--- config.mk ---
export PLATFORM = sky130hd
export DESIGN_NAME = wave_regs_flat
export DESIGN_NICKNAME = d
export VERILOG_FILES = /design/src/common/apu_pkg.sv /design/src/common/wave_ctrl_if.sv /design/src/wave/wave_regs.sv /design/src/flat_wrapper.sv
export VERILOG_INCLUDE_DIRS = /design/src /design/src/common
export SDC_FILE = /design/constraint.sdc
export NUM_CORES = 1
export LEC_CHECK = 0
export ABC_AREA = 1
export BUFFER_PORTS_ARGS = -buffer_cell sky130_fd_sc_hd__buf_2
export CAP_MARGIN = 20
export CORE_MARGIN = 3
export CORE_UTILIZATION = 30
export DETAILED_ROUTE_END_ITERATION = 10
export GPL_TIMING_DRIVEN = 1
export PLACE_DENSITY = 0.49
export SKIP_CTS_REPAIR_TIMING = 1
export SLEW_MARGIN = 20
export SYNTH_ARGS = -nofsm -noshare
export SYNTH_HDL_FRONTEND = slang
export SYNTH_SLANG_ARGS = --single-unit
--- constraint.sdc ---
create_clock -name I_BITCLK -period 1.9 [get_ports I_BITCLK]
set_input_delay 0.095 -clock I_BITCLK [delete_from_list [all_inputs] [get_ports I_BITCLK]]
set_output_delay 0.095 -clock I_BITCLK [all_outputs]
set_load 0.03 [all_outputs]
--- src/common/apu_config.svh ---
`ifndef APU_CONFIG_SVH
`define APU_CONFIG_SVH

// Wave RAM holds two 4-bit samples per byte
`define WAVE_BYTES 16
`define WAVE_SAMPLES 32

// Sample ticks per length counter step
`define LEN_STEP_TICKS 8

`endif
--- src/common/apu_pkg.sv ---
package apu_pkg;

   typedef logic [15:0] addr_t;   // CPU bus address
   typedef logic [19:0] sample_t; // Unsigned output amplitude

   // Channel 3 register map
   localparam addr_t NR30_ADDR = 16'hFF1A; // DAC enable
   localparam addr_t NR31_ADDR = 16'hFF1B; // Sound length
   localparam addr_t NR32_ADDR = 16'hFF1C; // Output level
   localparam addr_t NR33_ADDR = 16'hFF1D; // Frequency low byte
   localparam addr_t NR34_ADDR = 16'hFF1E; // Restart, continuous, frequency high bits
   localparam addr_t WAVE_BASE = 16'hFF30; // First byte of wave RAM

   localparam sample_t AMP_FULL = 20'h7FFFF; // Amplitude for a nibble of 15

   // Scales a 4-bit level linearly onto 0 .. AMP_FULL, rounding down
   function automatic sample_t level_amp(input logic [3:0] n);
      logic [23:0] prod;
      prod = n * {4'd0, AMP_FULL};
      return sample_t'(prod / 24'd15);
   endfunction

   // Output level select applied to one wave nibble
   function automatic logic [3:0] level_shift(input logic [3:0] nib,
                                              input logic [1:0] sel);
      logic [3:0] res;
      case (sel)
         2'd0:    res = 4'd0;      // Mute
         2'd1:    res = nib;       // 100%
         2'd2:    res = nib >> 1;  // 50%
         default: res = nib >> 2;  // 25%
      endcase
      return res;
   endfunction

endpackage

--- src/common/wave_ctrl_if.sv ---
`timescale 1ns/1ps

// Decoded channel controls from the register block
interface wave_ctrl_if;
   logic        dac_on;      // NR30 bit 7
   logic [7:0]  length_load; // NR31
   logic [1:0]  level_sel;   // NR32 bits 6:5
   logic [10:0] freq;        // NR34[2:0] with NR33
   logic        continuous;  // NR34 bit 6
   logic        restart;     // One cycle pulse

   modport regs (output dac_on, length_load, level_sel, freq, continuous, restart);
   modport sink (input dac_on, length_load, level_sel, freq, continuous, restart);
endinterface


--- src/wave/wave_regs.sv ---
`timescale 1ns/1ps
`include "apu_config.svh"

module wave_regs import apu_pkg::*; (
   input  logic        I_BITCLK,
   input  logic        I_RESET,
   input  addr_t       reg_addr,
   input  logic [7:0]  reg_wdata,
   input  logic        reg_we,
   input  logic        reg_re,
   output logic [7:0]  reg_rdata,
   input  logic [3:0]  wave_idx,
   output logic [7:0]  wave_byte,
   wave_ctrl_if.regs   ctrl
);

   logic [7:0] nr30;
   logic [7:0] nr31;
   logic [7:0] nr32;
   logic [7:0] nr33;
   logic [7:0] nr34;
   logic [7:0] wave_ram [`WAVE_BYTES];
   logic       in_wave;
   logic [7:0] rd_val;
   logic       restart_q;

   assign in_wave = (reg_addr >= WAVE_BASE) && (reg_addr < WAVE_BASE + `WAVE_BYTES);

   // CPU writes
   always_ff @(posedge I_BITCLK) begin
      if (I_RESET) begin
         nr30 <= 8'd0;
         nr31 <= 8'd0;
         nr32 <= 8'd0;
         nr33 <= 8'd0;
         nr34 <= 8'd0;
         for (int i = 0; i < `WAVE_BYTES; i++) begin
            wave_ram[i] <= 8'd0;
         end
      end else if (reg_we) begin
         case (reg_addr)
            NR30_ADDR: nr30 <= reg_wdata;
            NR31_ADDR: nr31 <= reg_wdata;
            NR32_ADDR: nr32 <= reg_wdata;
            NR33_ADDR: nr33 <= reg_wdata;
            NR34_ADDR: nr34 <= reg_wdata;
            default: begin
               if (in_wave) wave_ram[reg_addr[3:0]] <= reg_wdata;
            end
         endcase
      end
   end

   // Read mux, unmapped addresses float high
   always_comb begin
      case (reg_addr)
         NR30_ADDR: rd_val = nr30;
         NR31_ADDR: rd_val = nr31;
         NR32_ADDR: rd_val = nr32;
         NR33_ADDR: rd_val = nr33;
         NR34_ADDR: rd_val = nr34;
         default:   rd_val = in_wave ? wave_ram[reg_addr[3:0]] : 8'hFF;
      endcase
   end

   always_ff @(posedge I_BITCLK) begin
      if (I_RESET) begin
         reg_rdata <= 8'd0;
         restart_q <= 1'b0;
      end else begin
         if (reg_re) reg_rdata <= rd_val; // Data valid the cycle after reg_re
         restart_q <= reg_we && (reg_addr == NR34_ADDR) && reg_wdata[7];
      end
   end

   assign wave_byte = wave_ram[wave_idx]; // Sampler read port

   assign ctrl.dac_on      = nr30[7];
   assign ctrl.length_load = nr31;
   assign ctrl.level_sel   = nr32[6:5];
   assign ctrl.freq        = {nr34[2:0], nr33};
   assign ctrl.continuous  = nr34[6];
   assign ctrl.restart     = restart_q;

   a_restart_single: assert property (@(posedge I_BITCLK) disable iff (I_RESET)
      restart_q |=> !restart_q);

endmodule

--- src/flat_wrapper.sv ---
// flat-port wrapper written by rule: the top's interface ports become plain ports
module wave_regs_flat import apu_pkg::*;
  (I_BITCLK, I_RESET, reg_addr, reg_wdata, reg_we, reg_re, reg_rdata, wave_idx, wave_byte, ctrl_dac_on, ctrl_length_load, ctrl_level_sel, ctrl_freq, ctrl_continuous, ctrl_restart);
  wave_ctrl_if ctrl_i ();
  input  logic I_BITCLK;
  input  logic I_RESET;
  input  addr_t reg_addr;
  input  logic [7:0] reg_wdata;
  input  logic reg_we;
  input  logic reg_re;
  output logic [7:0] reg_rdata;
  input  logic [3:0] wave_idx;
  output logic [7:0] wave_byte;
  output wire logic [$bits(ctrl_i.dac_on)-1:0] ctrl_dac_on;
  output wire logic [$bits(ctrl_i.length_load)-1:0] ctrl_length_load;
  output wire logic [$bits(ctrl_i.level_sel)-1:0] ctrl_level_sel;
  output wire logic [$bits(ctrl_i.freq)-1:0] ctrl_freq;
  output wire logic [$bits(ctrl_i.continuous)-1:0] ctrl_continuous;
  output wire logic [$bits(ctrl_i.restart)-1:0] ctrl_restart;
  assign ctrl_dac_on = ctrl_i.dac_on;
  assign ctrl_length_load = ctrl_i.length_load;
  assign ctrl_level_sel = ctrl_i.level_sel;
  assign ctrl_freq = ctrl_i.freq;
  assign ctrl_continuous = ctrl_i.continuous;
  assign ctrl_restart = ctrl_i.restart;
  wave_regs u_core (.I_BITCLK(I_BITCLK), .I_RESET(I_RESET), .reg_addr(reg_addr), .reg_wdata(reg_wdata), .reg_we(reg_we), .reg_re(reg_re), .reg_rdata(reg_rdata), .wave_idx(wave_idx), .wave_byte(wave_byte), .ctrl(ctrl_i));
endmodule
==> results.cfg, run 1 <==
[place]
dp_cells = 1706
dp_hpwl_mm = 22.51
routabilityCongestion = 0.8530
portBuffers = 71

[yosys]
ys_seq_area_frac = 0.5110
synthDominantCellAreaShare = 0.4071
mappedNetlistNets = 1274
synth_area_leaders = edfxtp_1 (41%), nand2_1 (17%), dfxtp_1 (10%)
yosysWarnings = 0
synth_area_per_cell_um2 = 7.602
yosys.cell_types.count = 26
synth-seq-cells = 177
post-synth-top-count-cell = nand2_1
syn_area_mm2 = 0.009442
yosys_most_used_dff = edfxtp_1
synth_edf_count = 128
synthArstFlopShare = 0
syn_inst = 1242
yosys-top-cells-count = nand2_1 (418), nor2_1 (228), edfxtp_1 (128)
synth_top_cell_by_area = edfxtp_1

[global_route]
grt_use_total = 0.1954
grt_pass1_wl_mm = 49.45
grt_overflow = 0
grt_pass1_vias = 8211
grt_antenna_before_repair = 0
grt_start_max_net_pins = 40

[setup_path]
arrival_ns = 1.78
path_delay_family = compound AO/OA/AOI/OAI gates
worstSetupPathType = reg -> out
path_buf_inv = 1
worstPathCellList = nor2_1, o22ai_1, o211ai_1, nand2_1, buf_2
worst_path_largest_cell_delay_ns = 0.43
critPathLaunchType = flop
crit_path_end_kind = output pin
critPathSlowestCell = edfxtp_1
critPathRequiredTime_ns = 1.80
critPathMaxFanout = 2

[min_path]
hp-class = in -> reg

[clock_network]
cts_buffer_depth = 2
cts_sinks = 177
cts_root_buffer = clkbuf_16
htree_levels = 4
clk_pin_slew_ns = 0.07
insertion_delay_ns = 0.44
cts_inserted_buffers = 17
cts_tree = done

[drt]
first_pass_iters = 5
ant_nets = 0
finalWirelength_mm = 32.86
vias_per_cell = 5.015
vias = 8721
dr.first_iter.drc_count = 924
wl_per_cell_um = 18.89
drc = 0

[flow_run]
drv_cap = 0

[finish]
multi_input_area_mm2 = 0.004081
fillers = 3219
syn_to_final_growth_pct = 20.37
diodes = 0
regArea_mm2 = 0.004825
stdcell_count = 1739
nets = 1362
layout-drive-gt1-share = 0.1638

[sta]
max-slew-margin-rel = 0.6402
fin_crit_sh = 0.9884
fin_crit_ns = 1.878
hold_viol_final = 0
final-setup-viol-count = 0
max_slew.worst_pin.slew_ns = 0.5391
clock_skew_ns = 0.01176
rsz0062_at_grt = yes
slew_viol_final = 0
max_freq_ghz = 0.5325
holdWs_ns = 0.02161

[floorplan]
rows = 64
pin_count = 72
core_area_mm2 = 0.03083
die_x_um = 183.4
die_area_mm2 = 0.03364
die_h_um = 183.4
start_util = 0.3062

[status]
outcome = completed

[pwr]
peakVddDrop_mv = 0.5735
leakage_nw = 4.980
power_density_mw_per_mm2 = 793.4
-- placed cells by master (no fill, tap or decap), types with 4 or more instances in the layout --
cell	Yosys	final
inv_6	0	5
dfxtp_1	49	49
nor3_2	4	4
o211ai_1	9	9
a21oi_1	62	59
buf_2	16	69
inv_1	49	49
clkbuf_16	0	17
o21ai_1	8	14
nand2_1	418	418
buf_12	0	16
nand4_1	4	4
nor2_4	4	4
o21ai_0	102	93
o22ai_1	6	4
inv_2	4	4
nor3_1	5	5
nand3_1	40	39
edfxtp_1	128	128
buf_4	9	68
nor2_1	228	228
o221ai_1	23	23
nand2_2	7	7
-- power by group --
group	total [W]	switching (W)	leakage, nW	internal, W
registers	0.00439	0.000110	1.61	0.00428
logic	0.00114	0.000786	3.07	0.000350
clock network	0.00349	0.00160	0.294	0.00190
-- flip-flops by register name, indices dropped and copies added (netlist names) --
register,flops
u_core.ctrl.length_load,8
u_core.ctrl.restart,1
u_core.nr30,8
u_core.nr32,8
u_core.nr33,8
u_core.nr34,8
u_core.reg_rdata,8
u_core.wave_ram,128
-- cells by family (layout without fill, tap and decap cells) --
group,count (synthesis),count (layout),synth area share
DFF,177,177,0.5110
and+or+nand+nor,716,716,0.3044
AOI/OAI and AO/OA,210,210,0.1236
buffers and inverters,139,240,0.06096
-- layout make-up --
cell class | instances | area share
inverters | 53 | 0.01751
well taps | 396 | 0.04360
multi-input cells | 926 | 0.3591
flip-flops and latches | 177 | 0.4245
clock inverters | 15 | 0.01277
repair buffers | 155 | 0.1050
clock buffers | 17 | 0.03743
-- worst paths after layout --
| path | to | slack, ns | cells past startpoint | start |
|---|---|---|---|---|
| worst max register to register | u_core.reg_rdata[7] | 0.46 | 10 | u_core.wave_ram[2][7] |
| worst min register to register | u_core.reg_rdata[2] | 0.47 | 2 | u_core.reg_rdata[2] |
| worst max-delay path | wave_byte[7] | 0.02 | 5 | u_core.wave_ram[11][7] |
| worst min-delay path | u_core.reg_rdata[2] | 0.02 | 3 | I_RESET |
-- per-layer routing --
metal  vias up  global-route usage  wire, µm
met2       306              0.3090     15010
met5         -                   0         0
met1      4106              0.2730     14880
li1       4261                   -         -
met4         0             0.06520       922
met3        48             0.03253      2040
-- through the flow --
| step | power, W | TNS, ns | instance area (µm²) | setup slack, ns | util |
|---|---|---|---|---|---|
| final | 0.009017 | 0 | 11360 | 0.02209 | 0.3686 |
| after global routing | 0.009343 | -0.03711 | 11360 | -0.01914 | 0.3686 |
| after CTS | 0.009066 | -0.07522 | 11310 | -0.03033 | 0.3668 |
| after detailed placement | 0.005584 | -0.4594 | 10740 | -0.02775 | 0.3483 |
| after global placement | 0.005587 | 0 | 10740 | 0.01317 | 0.3483 |
| after floorplan | 0.005064 | 0 | 9442 | 0.2270 | - |
-- worst min-delay path, delay by kind of cell --
kind	cells	cell delay [ns]
AO/OA/AOI/OAI	1	0.05
buffers and inverters	2	0.27
No activity file was read; power rests on OpenSTA's default activity.
==> run 2, diff against run 1 <==
--- a/config.mk
+++ b/config.mk
@@ -6,7 +6,6 @@
 export SDC_FILE = /design/constraint.sdc
 export NUM_CORES = 1
 export LEC_CHECK = 0
-export ABC_AREA = 1
 export BUFFER_PORTS_ARGS = -buffer_cell sky130_fd_sc_hd__buf_2
 export CAP_MARGIN = 20
 export CORE_MARGIN = 3
==> results.cfg, run 2 <==
[sta]
max_freq_ghz = 0.4516
clock_skew_ns = 0.01272
slew_viol_final = 0
fin_crit_sh = 1.166
fin_setup_tns_ns = -2.284
final-setup-viol-count = 9
hold_viol_final = 0
max_slew.worst_pin.slew_ns = 0.6113
rsz0062_at_grt = yes
fin_ws_ns = -0.3146
max-slew-margin-rel = 0.5925
fin_crit_ns = 2.215

[min_path]
hp-class = in -> reg
hold_path_startpoint = reg_re
min_to = u_core.reg_rdata[4]
min_path_cells = 3

[yosys]
synth_fa_ha_area_frac = 0
mappedNetlistNets = 748
synthSimpleGateAreaFrac = 0.1806
synthMuxAreaShare = 0.2329
yosys_most_used_dff = edfxtp_1
syn_area_mm2 = 0.009375
yosys.area_share.xor_xnor = 0
yosysWarnings = 0
synth_edf_count = 128
ys_seq_area_frac = 0.5146
synth_top_family_by_area = multiplexers
synth_area_leaders = edfxtp_1 (41%), mux4_2 (16%), dfxtp_1 (10%)
post-synth-top-count-cell = and2_1
syn_inst = 716
synth-seq-cells = 177
synthArstFlopShare = 0
yosys-top-cells-count = and2_1 (130), edfxtp_1 (128), mux4_2 (68)
synthDominantCellAreaShare = 0.4100
synth_area_per_cell_um2 = 13.09
synth_compound_area_frac = 0.03937
synth_top_cell_by_area = edfxtp_1
yosys.cell_types.count = 44

[setup_path]
r2r_end = u_core.reg_rdata[6]
reg2reg_depth = 6
crit_start = u_core.wave_ram[14][4]
critPathLaunchType = flop
crit_path_end_kind = output pin
arrival_ns = 2.12
critPathMaxFanout = 2
reg2reg_slack_ns = -0.02
critPathRequiredTime_ns = 1.80
worstSetupPathType = reg -> out
r2r-start = u_core.wave_ram[6][6]

[floorplan]
die_h_um = 182.8
start_util = 0.3057
die_x_um = 182.8
core_area_mm2 = 0.03067
pin_count = 72
rows = 64
die_area_mm2 = 0.03341

[pwr]
peakVddDrop_mv = 0.6496
p_total_w = 0.009116
power_density_mw_per_mm2 = 817.3
leakage_nw = 4.212

[clock_network]
cts_tree = done
insertion_delay_ns = 0.44
clk_pin_slew_ns = 0.07
cts_sinks = 177
cts_inserted_buffers = 17
cts_buffer_depth = 2
cts_root_buffer = clkbuf_16
htree_levels = 4

[drt]
vias_per_cell = 5.169
vias = 6291
first_pass_iters = 7
finalWirelength_mm = 29.71
drc = 0
dr.first_iter.drc_count = 648
ant_nets = 0
wl_per_cell_um = 24.41

[finish]
fillers = 2998
nets = 840
largest_reg_flops = 128
diodes = 0
final_core_util = 0.3637
syn_to_final_growth_pct = 18.96
top_register = u_core.wave_ram
final_common_cell = and2_1
final_cell_mix = and2_1 (130), edfxtp_1 (128), mux4_2 (68), nor2_1 (67), buf_2 (63)
layout-drive-gt1-share = 0.3410
design_area_mm2 = 0.01115

[place]
dp_hpwl_mm = 21.40
portBuffers = 71
placed_area_mm2 = 0.01047
routabilityCongestion = 0.8610

[global_route]
grt_pass1_wl_mm = 44.35
grt_overflow = 0
grt_use_total = 0.1809
grt_antenna_before_repair = 1
grt_pass1_vias = 6390
grt_start_max_net_pins = 35

[status]
outcome = finished with violations
violations = setup timing

[flow_run]
drv_cap = 0
## run 2: cell types whose count changed in the layout (fill, tap and decap cells not counted), moves of 23 or more
cell	delta
nand2_1	-391
and2_1	+130
nand3_1	-30
inv_1	-49
mux4_2	+68
a21oi_1	-56
o21ai_0	-85
nor2_1	-161
mux2i_1	+55
o221ai_1	-23
## run 2: report_power, final
| group | internal [W] | switching, W |
|---|---|---|
| registers | 0.00428 | 0.000132 |
| logic | 0.000462 | 0.000585 |
| clock network | 0.00202 | 0.00164 |
| total | 0.00676 | 0.00235 |
## run 2: cells by family (layout without fill, tap and decap cells)
group                  count (synthesis)  count (layout)
DFF                                  177             177
muxes                                132             132
buffers and inverters                 63             168
and+or+nand+nor                      294             294
AOI/OAI and AO/OA                     50              50
## run 2: through the flow
step	hold slack [ns]	setup slack [ns]	std cells
3_3_place_gp	0.4761	-0.2804	1183
5_1_grt	0.08100	-0.3485	1217
6_report	0.06616	-0.3146	1217
2_1_floorplan	0.2422	0.2549	716
3_5_place_dp	0.4862	-0.2606	1183
4_1_cts	0.04062	-0.3680	1215
## run 2: layer usage
metal	track usage	vias up	part of all wire
met4	0.04657	0	0.017
met3	0.02440	32	0.046
li1	-	2843	-
met2	0.2913	211	0.48
met1	0.2596	3205	0.46
met5	0	-	0
## run 2: worst max-delay path by stage
stage | slack (ns) | to | cells after the start
2_1_floorplan | 0.25 | u_core.wave_ram[13][0] | 5
3_3_place_gp | -0.28 | u_core.reg_rdata[6] | 8
3_5_place_dp | -0.26 | u_core.reg_rdata[6] | 8
4_1_cts | -0.37 | wave_byte[2] | 3
5_1_grt | -0.35 | wave_byte[2] | 3
6_report | -0.31 | wave_byte[4] | 3
## run 2: critical path, stage by stage (launching register included)
cell and delay (ns):
edfxtp_1 0.50, mux4_2 0.51, mux4_2 0.51, buf_6 0.16
## run 2: cell type report
class	count	area, µm²	share of cell area
Multi-Input combinational cell	476	4262	0.3821
Tap cell	396	495.5	0.04442
Clock buffer	20	467.9	0.04196
Timing Repair Buffer	136	968.4	0.08683
Clock inverter	12	135.1	0.01212
Sequential cell	177	4825	0.4326
==> run 3, diff against run 2 <==
--- a/config.mk
+++ b/config.mk
@@ -11,8 +11,9 @@
 export CORE_MARGIN = 3
 export CORE_UTILIZATION = 30
 export DETAILED_ROUTE_END_ITERATION = 10
+export GPL_ROUTABILITY_DRIVEN = 0
 export GPL_TIMING_DRIVEN = 1
-export PLACE_DENSITY = 0.49
+export PLACE_DENSITY = 0.5
 export SKIP_CTS_REPAIR_TIMING = 1
 export SLEW_MARGIN = 20
 export SYNTH_ARGS = -nofsm -noshare
==> constraint.sdc (replaced) <==
create_clock -name I_BITCLK -period 2.02 [get_ports I_BITCLK]
set_input_delay 0.101 -clock I_BITCLK [delete_from_list [all_inputs] [get_ports I_BITCLK]]
set_output_delay 0.101 -clock I_BITCLK [all_outputs]
set_load 0.03 [all_outputs]
==> results.cfg, run 3 (synthesis gave the netlist of run 2 again) <==
[sta]
fin_ws_ns = -0.2069
slew_viol_final = 0
max-slew-margin-rel = 0.5757
fin_crit_ns = 2.227
max_slew.worst_pin.slew_ns = 0.6365
max_freq_ghz = 0.4490
fin_crit_sh = 1.102
hold_viol_final = 0
rsz0062_at_grt = yes
final-setup-viol-count = 8
clock_skew_ns = 0.01216

[place]
placed_area_mm2 = 0.01040
portBuffers = 71
pre_cts_ws_ns = -0.04405
dp_hpwl_mm = 21.24

[global_route]
grt_pass1_vias = 6348
grt_antenna_before_repair = 0
grt_start_max_net_pins = 58
grt_overflow = 0
grt_pass1_wl_mm = 43.67
grt_use_total = 0.1797

[drt]
met2_length_mm = 13.90
wirelength_met1_mm = 13.71
vias = 6288
first_pass_iters = 5
met3_wirelength_mm = 1.661
finalWirelength_mm = 29.74
ant_nets = 0
wl_per_cell_um = 24.66
drc = 0
vias_per_cell = 5.214
dr.first_iter.drc_count = 545
top_layer = met4

[setup_path]
worstSetupPathType = reg -> out
critPathRequiredTime_ns = 1.92
crit_path_end_kind = output pin
critPathLaunchType = flop
critPathMaxFanout = 2
arrival_ns = 2.13

[min_path]
hp-class = in -> reg

[flow_run]
drv_cap = 0

[finish]
diodes = 0
final_common_cell = and2_1
largest_reg_flops = 128
nets = 829
layout-drive-gt1-share = 0.3284
top_register = u_core.wave_ram
design_area_mm2 = 0.01108
final_cell_mix = and2_1 (130), edfxtp_1 (128), mux4_2 (68), nor2_1 (67), buf_2 (63)
syn_to_final_growth_pct = 18.18

[floorplan]
die_area_mm2 = 0.03341
pin_count = 72
core_area_mm2 = 0.03067
start_util = 0.3057
die_h_um = 182.8
rows = 64
die_x_um = 182.8

[status]
outcome = finished with violations
violations = setup timing

[pwr]
leakage_nw = 4.176
peakVddDrop_mv = 0.4967
p_total_w = 0.008688
power_density_mw_per_mm2 = 784.2

[clock_network]
cts_tree = done
cts_inserted_buffers = 17
cts_sinks = 177
clk_pin_slew_ns = 0.08
insertion_delay_ns = 0.44
htree_levels = 4
cts_root_buffer = clkbuf_16
cts_buffer_depth = 2
## run 3: cell types whose count changed in the layout (fill, tap and decap cells not counted), sizes merged
cell | previous run | this run
buf | 136 | 125
clkbuf | 20 | 21
clkinv | 5 | 1
inv | 5 | 8
## run 3: power breakdown
part | total (W) | switching, W | internal [W]
combinational | 0.000967 | 0.000540 | 0.000428
sequential | 0.00416 | 0.000132 | 0.00403
clock | 0.00356 | 0.00154 | 0.00202
## run 3: through the flow
step / hold slack [ns] / cells / utilization / setup TNS, ns
floorplan: 0.2482 / 716 / - / 0
global placement: 0.4713 / 1174 / 0.3391 / -0.06463
detailed placement: 0.4855 / 1174 / 0.3391 / -0.04405
CTS: 0.07330 / 1206 / 0.3596 / -1.592
global route: 0.08970 / 1206 / 0.3613 / -1.634
finish: 0.08783 / 1206 / 0.3613 / -1.371
## run 3: worst paths after layout
| path | start | endpoint | slack (ns) | cells past startpoint |
|---|---|---|---|---|
| setup reg to reg | u_core.wave_ram[9][6] | u_core.reg_rdata[6] | 0.12 | 6 |
| hold reg to reg | u_core.nr32[2] | u_core.nr32[2] | 0.50 | 2 |
| hold / removal | reg_re | u_core.reg_rdata[3] | 0.09 | 3 |
| setup / recovery | u_core.wave_ram[7][3] | wave_byte[3] | -0.21 | 3 |
## run 3: final cells by class
class                   count  area [µm²]
clock inverters            11       123.9
repair buffers            125       885.9
fillers                  2963       19590
well taps                 396       495.5
multi-input cells         476        4245
flip-flops and latches    177        4825
clock buffers              21       504.2
## run 3: critical path, stage by stage, from the launching register on
cell and delay (ns):
edfxtp_1 0.47, mux4_2 0.53, mux4_2 0.51, buf_6 0.16
## run 3: per-layer routing
layer / global-route usage / up-vias
li1: - / 2833
met1: 0.2556 / 3238
met2: 0.2821 / 189
met3: 0.03788 / 28
met4: 0.04657 / 0
met5: 0 / -
