### config.mk
export PLATFORM = sky130hd
export DESIGN_NAME = wave_timer_flat
export DESIGN_NICKNAME = d
export VERILOG_FILES = /design/src/common/wave_ctrl_if.sv /design/src/wave/wave_timer.sv /design/src/flat_wrapper.sv
export VERILOG_INCLUDE_DIRS = /design/src /design/src/common
export SDC_FILE = /design/constraint.sdc
export NUM_CORES = 1
export LEC_CHECK = 0
export BUFFER_PORTS_ARGS = -buffer_cell sky130_fd_sc_hd__buf_2
export CAP_MARGIN = 0
export CORE_UTILIZATION = 60
export CTS_BUF_LIST = sky130_fd_sc_hd__clkbuf_8
export CTS_CLUSTER_DIAMETER = 150
export CTS_CLUSTER_SIZE = 40
export DETAILED_ROUTE_END_ITERATION = 16
export PLACE_DENSITY_LB_ADDON = 0.3
export SLEW_MARGIN = 20
export SYNTH_ARGS = -nofsm -noshare
export SYNTH_HDL_FRONTEND = slang
export SYNTH_SLANG_ARGS = --single-unit
### constraint.sdc
create_clock -name I_BITCLK -period 6.1 [get_ports I_BITCLK]
set_clock_uncertainty 0.1 [all_clocks]
set_input_delay 1.22 -clock I_BITCLK [delete_from_list [all_inputs] [get_ports I_BITCLK]]
set_output_delay 1.22 -clock I_BITCLK [all_outputs]
set_load 0.05 [all_outputs]
### src/common/apu_config.svh
`ifndef APU_CONFIG_SVH
`define APU_CONFIG_SVH

// Wave RAM holds two 4-bit samples per byte
`define WAVE_BYTES 16
`define WAVE_SAMPLES 32

// Sample ticks per length counter step
`define LEN_STEP_TICKS 8

`endif
### src/common/wave_ctrl_if.sv
`timescale 1ns/1ps

// Decoded channel controls from the register block
interface wave_ctrl_if;
   logic        dac_on;      // NR30 bit 7
   logic [7:0]  length_load; // NR31
   logic [1:0]  level_sel;   // NR32 bits 6:5
   logic [10:0] freq;        // NR34[2:0] with NR33
   logic        continuous;  // NR34 bit 6
   logic        restart;     // One cycle pulse

   modport regs (output dac_on, length_load, level_sel, freq, continuous, restart);
   modport sink (input dac_on, length_load, level_sel, freq, continuous, restart);
endinterface


### src/wave/wave_timer.sv
`timescale 1ns/1ps
`include "apu_config.svh"

module wave_timer (
   input  logic        I_BITCLK,
   input  logic        I_RESET,
   input  logic        sample_tick,
   wave_ctrl_if.sink   ctrl,
   output logic        step,
   output logic [4:0]  pos,
   output logic        playing
);

   localparam int DIV_W = $clog2(`LEN_STEP_TICKS);

   logic [11:0]      period_cnt;  // Zero until the first restart
   logic [11:0]      period_load;
   logic [DIV_W-1:0] len_div;
   logic [8:0]       len_cnt;
   logic [8:0]       len_limit;
   logic             len_tick;

   assign period_load = 12'd2048 - {1'b0, ctrl.freq};
   assign len_limit   = 9'd256 - {1'b0, ctrl.length_load};

   assign step     = sample_tick && (period_cnt == 12'd1);
   assign len_tick = sample_tick && playing
                     && (len_div == DIV_W'(`LEN_STEP_TICKS - 1));

   always_ff @(posedge I_BITCLK) begin
      if (I_RESET) begin
         period_cnt <= 12'd0;
         pos        <= 5'd0;
         playing    <= 1'b0;
         len_div    <= '0;
         len_cnt    <= 9'd0;
      end else if (ctrl.restart) begin
         period_cnt <= period_load;
         pos        <= 5'd0;
         playing    <= 1'b1;
         len_div    <= '0;
         len_cnt    <= 9'd0;
      end else begin
         if (step) begin
            period_cnt <= period_load;
            pos <= (pos == 5'(`WAVE_SAMPLES - 1)) ? 5'd0 : pos + 5'd1;
         end else if (sample_tick && (period_cnt != 12'd0)) begin
            period_cnt <= period_cnt - 12'd1;
         end

         if (sample_tick && playing) begin
            len_div <= len_tick ? '0 : len_div + 1'b1;
         end
         if (len_tick && (len_cnt < len_limit)) len_cnt <= len_cnt + 9'd1; // Saturates at limit

         // Length expiry, ignored in continuous mode
         if (!ctrl.continuous && (len_cnt >= len_limit)) playing <= 1'b0;
      end
   end

   a_pos_moves_on_step: assert property (@(posedge I_BITCLK) disable iff (I_RESET)
      !(step || ctrl.restart) |=> $stable(pos));

endmodule

### src/flat_wrapper.sv
// flat-port wrapper written by rule: the top's interface ports become plain ports
module wave_timer_flat 
  (I_BITCLK, I_RESET, sample_tick, step, pos, playing, ctrl_dac_on, ctrl_length_load, ctrl_level_sel, ctrl_freq, ctrl_continuous, ctrl_restart);
  wave_ctrl_if ctrl_i ();
  input  logic I_BITCLK;
  input  logic I_RESET;
  input  logic sample_tick;
  output logic step;
  output logic [4:0] pos;
  output logic playing;
  input wire logic [$bits(ctrl_i.dac_on)-1:0] ctrl_dac_on;
  input wire logic [$bits(ctrl_i.length_load)-1:0] ctrl_length_load;
  input wire logic [$bits(ctrl_i.level_sel)-1:0] ctrl_level_sel;
  input wire logic [$bits(ctrl_i.freq)-1:0] ctrl_freq;
  input wire logic [$bits(ctrl_i.continuous)-1:0] ctrl_continuous;
  input wire logic [$bits(ctrl_i.restart)-1:0] ctrl_restart;
  assign ctrl_i.dac_on = ctrl_dac_on;
  assign ctrl_i.length_load = ctrl_length_load;
  assign ctrl_i.level_sel = ctrl_level_sel;
  assign ctrl_i.freq = ctrl_freq;
  assign ctrl_i.continuous = ctrl_continuous;
  assign ctrl_i.restart = ctrl_restart;
  wave_timer u_core (.I_BITCLK(I_BITCLK), .I_RESET(I_RESET), .sample_tick(sample_tick), .ctrl(ctrl_i), .step(step), .pos(pos), .playing(playing));
endmodule
==> results.md, run 1 <==
* WP buf/inv at 1
* # IOs at 34
* Final Hold Vio Count at 0
* Tcrit/Tclk final at 69.1%
* Measured slew at the worst slew-check pin at around 1.1 ns
* Total GRT Usage at 25.0%
* Mapped Area at 0.00212 sq mm
* IO Port Bufs at 30
* Drt drc at 0
* Placed wire-length estimate at 3.21 mm
* Setup_tns at 0 ns
* Worst reg2reg path depth at 5
* Worst hold path type: reg -> reg
* WL final at around 4.4 mm
* Vias/cell at 5.85
* Synth Area in Adders at 10.6%
* Crit path capture type: flop
* Register area share after synthesis at 28.4%
* Levels on crit path at 10
* Crit path cell chain: buf_2 > or3_1 > or2_2 > or4_1 > ha_1 > nand4_1 > nor3_1 > nor3b_1 > a31oi_1 > a41o_1
* Iteration-0 DRC Markers at roughly 100
* Pre-antenna DRT Iters at 4
* Die height at 61.4 um
* Clock tree buffer depth at 2
* XOR/XNOR Fraction of Synth Area at 8.69%
* Top-area cell type share of the netlist area at 28.4%
* Delay-heaviest family, CP: simple AND/OR/NAND/NOR gates
* Compound-Gate Fraction of Synth Area at 17.6%
* Fmax at 0.237 GHz
* Die ar. at 0.00377 sq mm
* Antenna Cells at 0
* Worst-Skew Late Latency at 0.29 ns
* Post-synthesis simple-gate area fraction at 28.0%
* Critical path class: in -> reg
* Yosys warns at 0
* Maximum VDD drop at 0.000253 V
* Number of global-route vias before repair at ~1,700
* Setup Viol. Count Final at 0
* Library cells used by synthesis at 47
* Max-cap viol count at 0
* Routed Antenna Nets at 0
* Hold depth at 2
* Leak pwr at 1.05 nW
* Area leader, netlist: dfxtp_1
* Worst-path fanout max at 10
* Grt total ovfl at 0
* Vias at 1,964
* Post-CTS setup buffers at 0
* Slowest cell on crit path: nor3b_1
* Worst Path Arrival at 4.29 ns
* Nets at between 300 and 400
* Main synth FF type: dfxtp_1
* Syn_area_per_cell at 8.14 sq um
* Post-route cell area at 0.00243 sq mm
* Total power draw at between 0.5 and 0.6 mW
* Status: finished, final reports clean
* Post-CTS resize count at 0
* Initial antenna violation count at 0
* Commonest non-fill, non-tap cells in the layout: nor2_1, buf_2, dfxtp_1, nand2_1, ha_1
* Initial Util at 62.9%
* Post-Syn Nets at 305
* Yosys reg bits at 30
* Ys async rst share at 0%
* RSZ-0062 raised after global routing: no
* Dpl cell area at 0.00229 sq mm
* Drt wl/cell at 13.0 um
* Die X at a little over 60 um
* Synth top area cells: dfxtp_1, ha_1, nor2_1
* Largest net degree at the start of global routing at 20
* Root Driver: clkbuf_8
* Layout cells sized above 1 at 16.6%
* # rows at 21
* CTS Sinks at 30
* Min Tclk post-route at 4.22 ns
* Max-Slew Margin vs Limit at between 20% and 30%
* Post-synthesis instance total at 260
* CTS tree: built
* Post-synthesis mux area share at 2.84%
* Placer congestion estimate at roughly 0.81
* Post-Place Setup Slack at 1.62 ns
* Slowest Stage Delay on Critical Path at 0.88 ns
* Largest family of logic cells by synthesized area: simple AND/OR/NAND/NOR gates
* Number of synthesized flops with an enable pin at 0
* H-tree levels at 2
* TritonCTS buffer count at 5
* Critical path launch point type: primary input
* Final WS setup at 1.88 ns
* Hold_buf cts at 0
* Core ar. at 0.00336 sq mm
* Clock Pin Slew Worst Setup and Hold Paths at 0.07 ns
* Max Transition Viols Final at 0
* First-pass GRT wire length at between 6 and 7 mm
* Worst EP required at 6.18 ns
* Area Growth Syn to Fin at 15.1%
* PwrDens at 227 mW/mm^2
## per-stage QoR
step	util (%)	instances	hold WS [ns]
after global routing	72.4	336	0.431
after floorplan	-	260	0.356
after CTS	72.4	336	0.394
final	72.4	336	0.396
after detailed placement	68.2	328	0.385
after global placement	68.2	328	0.375
## per-layer routing
layer	GRT usage [%]	share of wire [%]	vias to the layer above
li1	-	-	1021
met1	28.9	47	883
met2	43.3	46	51
met3	6.51	4.8	9
met4	11.4	1.9	0
met5	0	0	-
## flip-flops by register name, summed over array words and instances, names as in the netlist
| signal | flops |
|---|---|
| u_core.len_cnt | 9 |
| u_core.period_cnt | 12 |
| u_core.pos | 5 |
| u_core.playing | 1 |
| u_core.len_div | 3 |
## cell usage after synthesis (all sizes together) (3+ instances only)
| cell | number |
|---|---|
| or4 | 3 |
| nor3 | 9 |
| nand2 | 18 |
| a41o | 3 |
| inv | 13 |
| nor2 | 30 |
| a21oi | 13 |
| o22ai | 4 |
| dfxtp | 30 |
| or2 | 5 |
| a311oi | 3 |
| xnor2 | 10 |
| a211oi | 8 |
| nand4 | 5 |
| a31oi | 5 |
| o21ai | 7 |
| clkbuf | 7 |
| mux2i | 6 |
| or3 | 9 |
| nand3 | 11 |
| ha | 18 |
| and3 | 3 |
| nor4 | 5 |
| nor3b | 3 |
| xor2 | 11 |
## tightest hold or removal path: stages (launching register included)
cell and delay [ns]:
dfxtp_1 0.33, o21ai_0 0.07, a21oi_1 0.06
## power breakdown
part           internal, mW  total [mW]  switching [mW]
sequential            0.204       0.211         0.00703
clock                 0.174       0.252          0.0780
combinational        0.0360      0.0886          0.0526
## area by class of cell
| cell class | instances | area [sq um] |
|---|---|---|
| Multi-Input combinational cell | 209 | 1440 |
| Sequential cell | 30 | 601 |
| Clock inverter | 2 | 60.1 |
| Tap cell | 46 | 57.6 |
| Inverter | 13 | 48.8 |
| Timing Repair Buffer | 30 | 150 |
| Fill cell | 281 | 928 |
| Clock buffer | 6 | 82.6 |
## cells by family (layout without fill, tap and decap cells)
group	after synthesis	after routing
simple gates	110	110
mux	6	6
xor+xnor	21	21
flops	30	30
fa+ha+maj	18	18
compound gates	54	54
buf+inv	21	51
## final timing paths
kind	slack [ns]	from	end
setup / recovery	1.88	ctrl_length_load[4]	u_core.len_cnt[5]
hold / removal	0.40	u_core.pos[3]	u_core.pos[3]
setup reg to reg	3.51	u_core.period_cnt[7]	u_core.period_cnt[9]
hold reg to reg	0.40	u_core.pos[3]	u_core.pos[3]
Note: power is estimated with default switching activity, not from simulation.
==> run 2: changes to the inputs <==
--- a/config.mk
+++ b/config.mk
@@ -8,7 +8,7 @@
 export LEC_CHECK = 0
 export BUFFER_PORTS_ARGS = -buffer_cell sky130_fd_sc_hd__buf_2
 export CAP_MARGIN = 0
-export CORE_UTILIZATION = 60
+export CORE_UTILIZATION = 59
 export CTS_BUF_LIST = sky130_fd_sc_hd__clkbuf_8
 export CTS_CLUSTER_DIAMETER = 150
 export CTS_CLUSTER_SIZE = 40
==> constraint.sdc (replaced) <==
create_clock -name I_BITCLK -period 4.05 [get_ports I_BITCLK]
set_clock_uncertainty 0.1 [all_clocks]
set_input_delay 0.81 -clock I_BITCLK [delete_from_list [all_inputs] [get_ports I_BITCLK]]
set_output_delay 0.81 -clock I_BITCLK [all_outputs]
set_load 0.05 [all_outputs]
==> run 2 against run 1 <==
  * Global-route usage grew 1.1 points
  * Sequential power up 51%
  * Total power rose by 34%
  * Core utilization shrank 1.1 points
  * Count of clock-buffer cells in the layout is 2 higher
  * Cell count rose by 0.60%
  * Critical endpoint is now u_core.len_cnt[7]
  * Largest power group is now sequential cells
==> results.md, run 2 (same netlist as run 1, synthesis figures left out) <==
* Status: finished, final reports clean
* Post-Place Setup Slack at 0.267 ns (-1.35 ns)
* Final WS setup at 0.565 ns (-1.32 ns)
* Total GRT Usage at 26.1% (+1.1 points)
* Tcrit/Tclk final at 86.1%
* Drt wl/cell at 13.6 um (+4.8%)
* Worst reg2reg path depth at 5 (unchanged)
* Min Tclk post-route at 3.49 ns
* CTS Sinks at 30 (unchanged)
* Clock tree buffer depth at 2 (unchanged)
* IO Port Bufs at 30 (unchanged)
* Worst-Skew Late Latency at 0.29 ns (about the same)
* Die X at 61.9 um (+0.82%)
* Layout cells sized above 1 at 17.1% (+0.57 points)
* Final Hold Vio Count at 0 (unchanged)
* Area Growth Syn to Fin at 14.3%
* Crit path capture type: flop
* Die height at 61.9 um (+0.82%)
* Placed wire-length estimate at 3.35 mm (+4.3%)
* Top Registers: u_core.period_cnt: 12 flops, u_core.len_cnt: 9 flops, u_core.pos: 5 flops
* # rows at 21 (unchanged)
* Dpl cell area at 0.00231 sq mm (+0.65%)
* Most common cell on crit path: or3_1
* R2r setup slk at 1.49 ns (-2.02 ns)
* RSZ-0062 raised after global routing: no
* Leak pwr at 1.04 nW (-0.39%)
* CP Launch Point: ctrl_length_load[4]
* Hold Path Origin: u_core.len_div[2]
* Largest net degree at the start of global routing at 20 (unchanged)
* Worst-path fanout max at 4 (-6)
* Clock Pin Slew Worst Setup and Hold Paths at 0.06 ns (about the same)
* Vias at 2,001 (+1.9%)
* Worst reg2reg endpoint: u_core.period_cnt[9]
* Initial Util at 62.4% (-0.49 points)
* Cell total after placement at 330 (+0.61%)
* Worst EP required at 4.13 ns (-2.05 ns)
* Nets at 336 (+0.60%)
* Number of global-route vias before repair at 1,664 (-0.72%)
* Slowest Stage Delay on Critical Path at 0.52 ns (-0.36 ns)
* Antenna Cells at 0 (unchanged)
* Slowest cell on crit path: or3b_2
* Fin cells at 338 (+0.60%)
* H-tree levels at 2 (unchanged)
* Setup_tns at 0 ns (unchanged)
* Iteration-0 DRC Markers at 84 (-18%)
* Biggest register: u_core.period_cnt
* Worst Path Arrival at 3.56 ns (-0.73 ns)
* Max-Slew Margin vs Limit at 47.0% (+19 points)
* First-pass GRT wire length at 7.25 mm (+4.5%)
* Vias/cell at 5.92 (+1.3%)
* Pre-antenna DRT Iters at 4 (unchanged)
* Post-route cell area at 0.00242 sq mm (-0.72%)
* Fmax at 0.287 GHz
* Measured slew at the worst slew-check pin at 0.792 ns (-0.283 ns)
* Critical path launch point type: primary input
* Hold depth at 2 (unchanged)
* Routed Antenna Nets at 0 (unchanged)
* Max Transition Viols Final at 0 (unchanged)
* PwrDens at 307 mW/mm^2 (+35%)
* Placer congestion estimate at 0.810 (-0.26%)
* Drt drc at 0 (unchanged)
* Commonest non-fill, non-tap cells in the layout: nor2_1, buf_2, dfxtp_1, nand2_1, ha_1
* Die ar. at 0.00383 sq mm (+1.7%)
* Post-CTS resize count at 0 (unchanged)
* Hold endpoint: u_core.len_div[2]
* Maximum VDD drop at 0.000175 V (-31%)
* Critical path class: in -> reg
* Setup Viol. Count Final at 0 (unchanged)
* Initial antenna violation count at 0 (unchanged)
* Worst hold path type: reg -> reg
* Grt total ovfl at 0 (unchanged)
* Max-cap viol count at 0 (unchanged)
* Root Driver: clkbuf_8
* Largest register FFs at 12 (unchanged)
* Hold_buf cts at 0 (unchanged)
* CTS tree: built
* # IOs at 34 (unchanged)
* Core ar. at 0.00339 sq mm (+0.78%)
* WL final at 4.61 mm (+5.4%)
* Worst r2r src: u_core.period_cnt[7]
* Post-CTS setup buffers at 0 (unchanged)
* TritonCTS buffer count at 5 (unchanged)
* Crit path cell chain: buf_2 > or3_1 > or2_2 > or4_1 > ha_1 > nand4_1 > nor3_1 > or3b_2 > or3_1 > mux2i_1
-- run 2: cell count changes in the layout (fill, tap and decap cells not counted) --
cell	before	now
clkbuf_8	6	8
bufinv_16	2	0
buf_4	0	2
-- run 2: how the worst max path moves through the flow --
stage	depth (start not counted)	slack, ns	to
2_1_floorplan	9	0.45	u_core.len_cnt[2]
3_3_place_gp	10	0.30	u_core.len_cnt[7]
3_5_place_dp	10	0.27	u_core.len_cnt[7]
4_1_cts	10	0.57	u_core.len_cnt[7]
5_1_grt	11	0.42	u_core.len_cnt[7]
6_report	10	0.56	u_core.len_cnt[7]
-- run 2: cell type report --
type	instances	area, sq um
sequential	30	601
clock buffer	8	110
fill	275	972
multi-input combinational	209	1440
tap	46	57.6
inverter	13	48.8
timing repair buffer	32	165
-- run 2: per-stage QoR --
stage / hold slack [ns] / power, mW / utilization [%]
finish: 0.404 / 0.741 / 71.3
global route: 0.430 / 0.774 / 71.3
CTS: 0.402 / 0.744 / 71.3
detailed placement: 0.387 / 0.458 / 68.1
global placement: 0.380 / 0.454 / 68.1
floorplan: 0.356 / 0.420 / -
-- run 2: per-layer routing --
layer,track usage (%),wire [um],vias to the layer above
met4,11.4,66,0
met3,6.21,267,7
met5,0,0,-
met1,32.9,2130,909
li1,-,-,1032
met2,42.7,2150,53
-- run 2: worst max-delay path: cells and delay by family --
family | cells | cell delay, ns
AND/OR/NAND/NOR | 7 | 2.20
adder cells (fa/ha/maj) | 1 | 0.31
multiplexers | 1 | 0.12
buffers and inverters | 1 | 0.11
-- run 2: power by group --
group          switching [mW]  leakage (nW)  internal, mW
clock                   0.116        0.0575         0.171
sequential             0.0114         0.245         0.307
combinational          0.0798         0.743        0.0551
total                   0.208          1.04         0.534
==> run 3: changes to the inputs <==
--- a/config.mk
+++ b/config.mk
@@ -6,15 +6,15 @@
 export SDC_FILE = /design/constraint.sdc
 export NUM_CORES = 1
 export LEC_CHECK = 0
-export BUFFER_PORTS_ARGS = -buffer_cell sky130_fd_sc_hd__buf_2
 export CAP_MARGIN = 0
-export CORE_UTILIZATION = 59
+export CORE_UTILIZATION = 60
 export CTS_BUF_LIST = sky130_fd_sc_hd__clkbuf_8
 export CTS_CLUSTER_DIAMETER = 150
 export CTS_CLUSTER_SIZE = 40
 export DETAILED_ROUTE_END_ITERATION = 16
+export DONT_BUFFER_PORTS = 1
 export PLACE_DENSITY_LB_ADDON = 0.3
-export SLEW_MARGIN = 20
+export SLEW_MARGIN = 0
 export SYNTH_ARGS = -nofsm -noshare
 export SYNTH_HDL_FRONTEND = slang
 export SYNTH_SLANG_ARGS = --single-unit
==> run 3 against run 2 <==
  * Via count is 7.5% lower
  * Total power fell by 8.4%
  * Non-clock buffer count is 30 lower
  * Global-route usage shrank 2.4 points
  * Sequential cell count stayed put
  * Largest cell class unchanged
  * Largest power group unchanged
  * Highest routed layer unchanged
==> results.md, run 3 (same netlist as run 1, synthesis figures left out) <==
* Number of global-route vias before repair at 1,630 (-2.0%)
* Switch share at 28.0% (about the same)
* Fmax at 0.296 GHz (+3.3%)
* Nets at 306 (-8.9%)
* Worst-path fanout max at 4 (unchanged)
* Clock group share of total power at 36.7% (-2.1 points)
* Setup_tns at 0 ns (unchanged)
* Dpl cell area at 0.00216 sq mm (-6.5%)
* # rows at 21 (unchanged)
* Routed Antenna Nets at 0 (unchanged)
* Largest register FFs at 12 (unchanged)
* TritonCTS buffer count at 5 (unchanged)
* Measured slew at the worst slew-check pin at 0.822 ns (+0.0304 ns)
* Most common cell on crit path: or3_1
* WL final at 4.15 mm (-10%)
* Vias/cell at 6.01 (+1.5%)
* Slowest Stage Delay on Critical Path at 0.51 ns (about the same)
* Antenna Cells at 0 (unchanged)
* Hold_buf cts at 0 (unchanged)
* Worst EP required at 4.12 ns (about the same)
* Post-Place Setup Slack at 0.381 ns (+0.114 ns)
* Initial Util at 62.9% (+0.49 points)
* Final Hold Vio Count at 0 (unchanged)
* Drt drc at 0 (unchanged)
* Core ar. at 0.00336 sq mm (-0.78%)
* Status: finished, final reports clean
* Critical path launch point type: primary input
* Die height at 61.4 um (-0.82%)
* Drt wl/cell at 13.5 um (-1.2%)
* Max Transition Viols Final at 0 (unchanged)
* Clock Pin Slew Worst Setup and Hold Paths at 0.07 ns (about the same)
* Placer congestion estimate at 0.824 (+1.8%)
* Die ar. at 0.00377 sq mm (-1.6%)
* Sw power at 0.190 mW (-8.3%)
* Crit path capture type: flop
* Post-route cell area at 0.00225 sq mm (-7.0%)
* Root Driver: clkbuf_8
* Biggest register: u_core.period_cnt
* Cell total after placement at 300 (-9.1%)
* Fin cells at 308 (-8.9%)
* Final WS setup at 0.676 ns (+0.112 ns)
* WP buf/inv at 0 (-1)
* Combinational power share at 16.1% (-2.1 points)
* Min Tclk post-route at 3.37 ns (-0.112 ns)
* Commonest non-fill, non-tap cells in the layout: nor2_1, dfxtp_1, nand2_1, ha_1, inv_1
* Iteration-0 DRC Markers at 63 (-25%)
* Utilization after layout at 66.9% (-4.5 points)
* Worst hold margin at 0.400 ns (-0.00363 ns)
* Post-CTS resize count at 0 (unchanged)
* Layout cells sized above 1 at 7.25% (-9.9 points)
* Crit path cell chain: or3_1 > or2_2 > or4_1 > ha_1 > nand4_1 > nor3_1 > or3b_2 > or3_1 > mux2i_1
* # IOs at 34 (unchanged)
* Total GRT Usage at 23.7% (-2.4 points)
* Vias at 1,851 (-7.5%)
* IO Port Bufs at 0 (-100%)
* Worst-Skew Late Latency at 0.28 ns (about the same)
* H-tree levels at 2 (unchanged)
* Worst hold path type: reg -> reg
* CTS tree: built
* Area occupied by multi-input gates at 0.00144 sq mm (unchanged)
* Largest net degree at the start of global routing at 20 (unchanged)
* Internal at 0.488 mW (-8.5%)
* Max-cap viol count at 0 (unchanged)
* Placed wire-length estimate at 3.12 mm (-6.8%)
* Register Area at 601 sq um (unchanged)
* Leak pwr at 0.911 nW (-13%)
* Slowest cell on crit path: or3b_2
* PwrDens at 302 mW/mm^2 (-1.6%)
* Area Growth Syn to Fin at 6.27%
* Max-Slew Margin vs Limit at 45.0% (-2.0 points)
* Initial antenna violation count at 0 (unchanged)
* Die X at 61.4 um (-0.82%)
* Total power draw at 0.679 mW (-8.4%)
* Delay-heaviest family, CP: simple AND/OR/NAND/NOR gates
* Top Registers: u_core.period_cnt: 12 flops, u_core.len_cnt: 9 flops, u_core.pos: 5 flops
* Maximum VDD drop at 0.000257 V (+47%)
* First-pass GRT wire length at 6.49 mm (-10%)
* Critical path class: in -> reg
* Grt total ovfl at 0 (unchanged)
* Sequential power share at 47.2% (+4.2 points)
* Setup Viol. Count Final at 0 (unchanged)
* Clock tree buffer depth at 2 (unchanged)
* Pre-antenna DRT Iters at 4 (unchanged)
* Tcrit/Tclk final at 83.3% (-2.8 points)
* Post-CTS setup buffers at 0 (unchanged)
* CTS Sinks at 30 (unchanged)
* Fillers at 311 (+13%)
* RSZ-0062 raised after global routing: no
* Worst Path Arrival at 3.44 ns (-0.12 ns)
run 3: cell count changes in the layout (fill, tap and decap cells not counted), sizes merged:
cell    change
buf        -30
clkbuf      -2
clkinv      +1
inv         +1
run 3: area by class of cell:
cell class | instances | share of cell area [%]
Sequential cell | 30 | 26.7
Clock buffer | 6 | 3.67
Multi-Input combinational cell | 209 | 63.8
Tap cell | 46 | 2.56
Clock inverter | 2 | 0.390
Inverter | 13 | 2.17
Timing Repair Buffer | 2 | 0.668
run 3: final timing paths:
kind / start / endpoint / slack [ns] / cells after the start
min: u_core.period_cnt[4] / u_core.period_cnt[4] / 0.40 / 2
min reg2reg: u_core.period_cnt[4] / u_core.period_cnt[4] / 0.40 / 2
max reg2reg: u_core.period_cnt[7] / u_core.period_cnt[9] / 1.50 / 5
max: ctrl_length_load[4] / u_core.len_cnt[7] / 0.68 / 9
run 3: worst min-delay path: cells and delay by family (launching register included):
| kind | cells | cell delay, ns |
|---|---|---|
| DFF | 1 | 0.32 |
| AOI/OAI and AO/OA | 2 | 0.14 |
run 3: power by group through the flow:
stage                     clock (mW)  sequential (mW)  combinational [mW]
after floorplan                    0            0.325              0.0951
after global placement             0            0.326               0.105
after detailed placement           0            0.327               0.107
after CTS                      0.254            0.320               0.109
after global routing           0.265            0.322               0.124
final                          0.249            0.320               0.109
run 3: per-layer routing:
metal,vias up,share of wire [%],global-route usage [%]
met5,-,0,0
met3,6,4.9,7.77
met1,848,47,27.9
li1,959,-,-
met2,38,46,41.0
met4,0,1.1,7.30
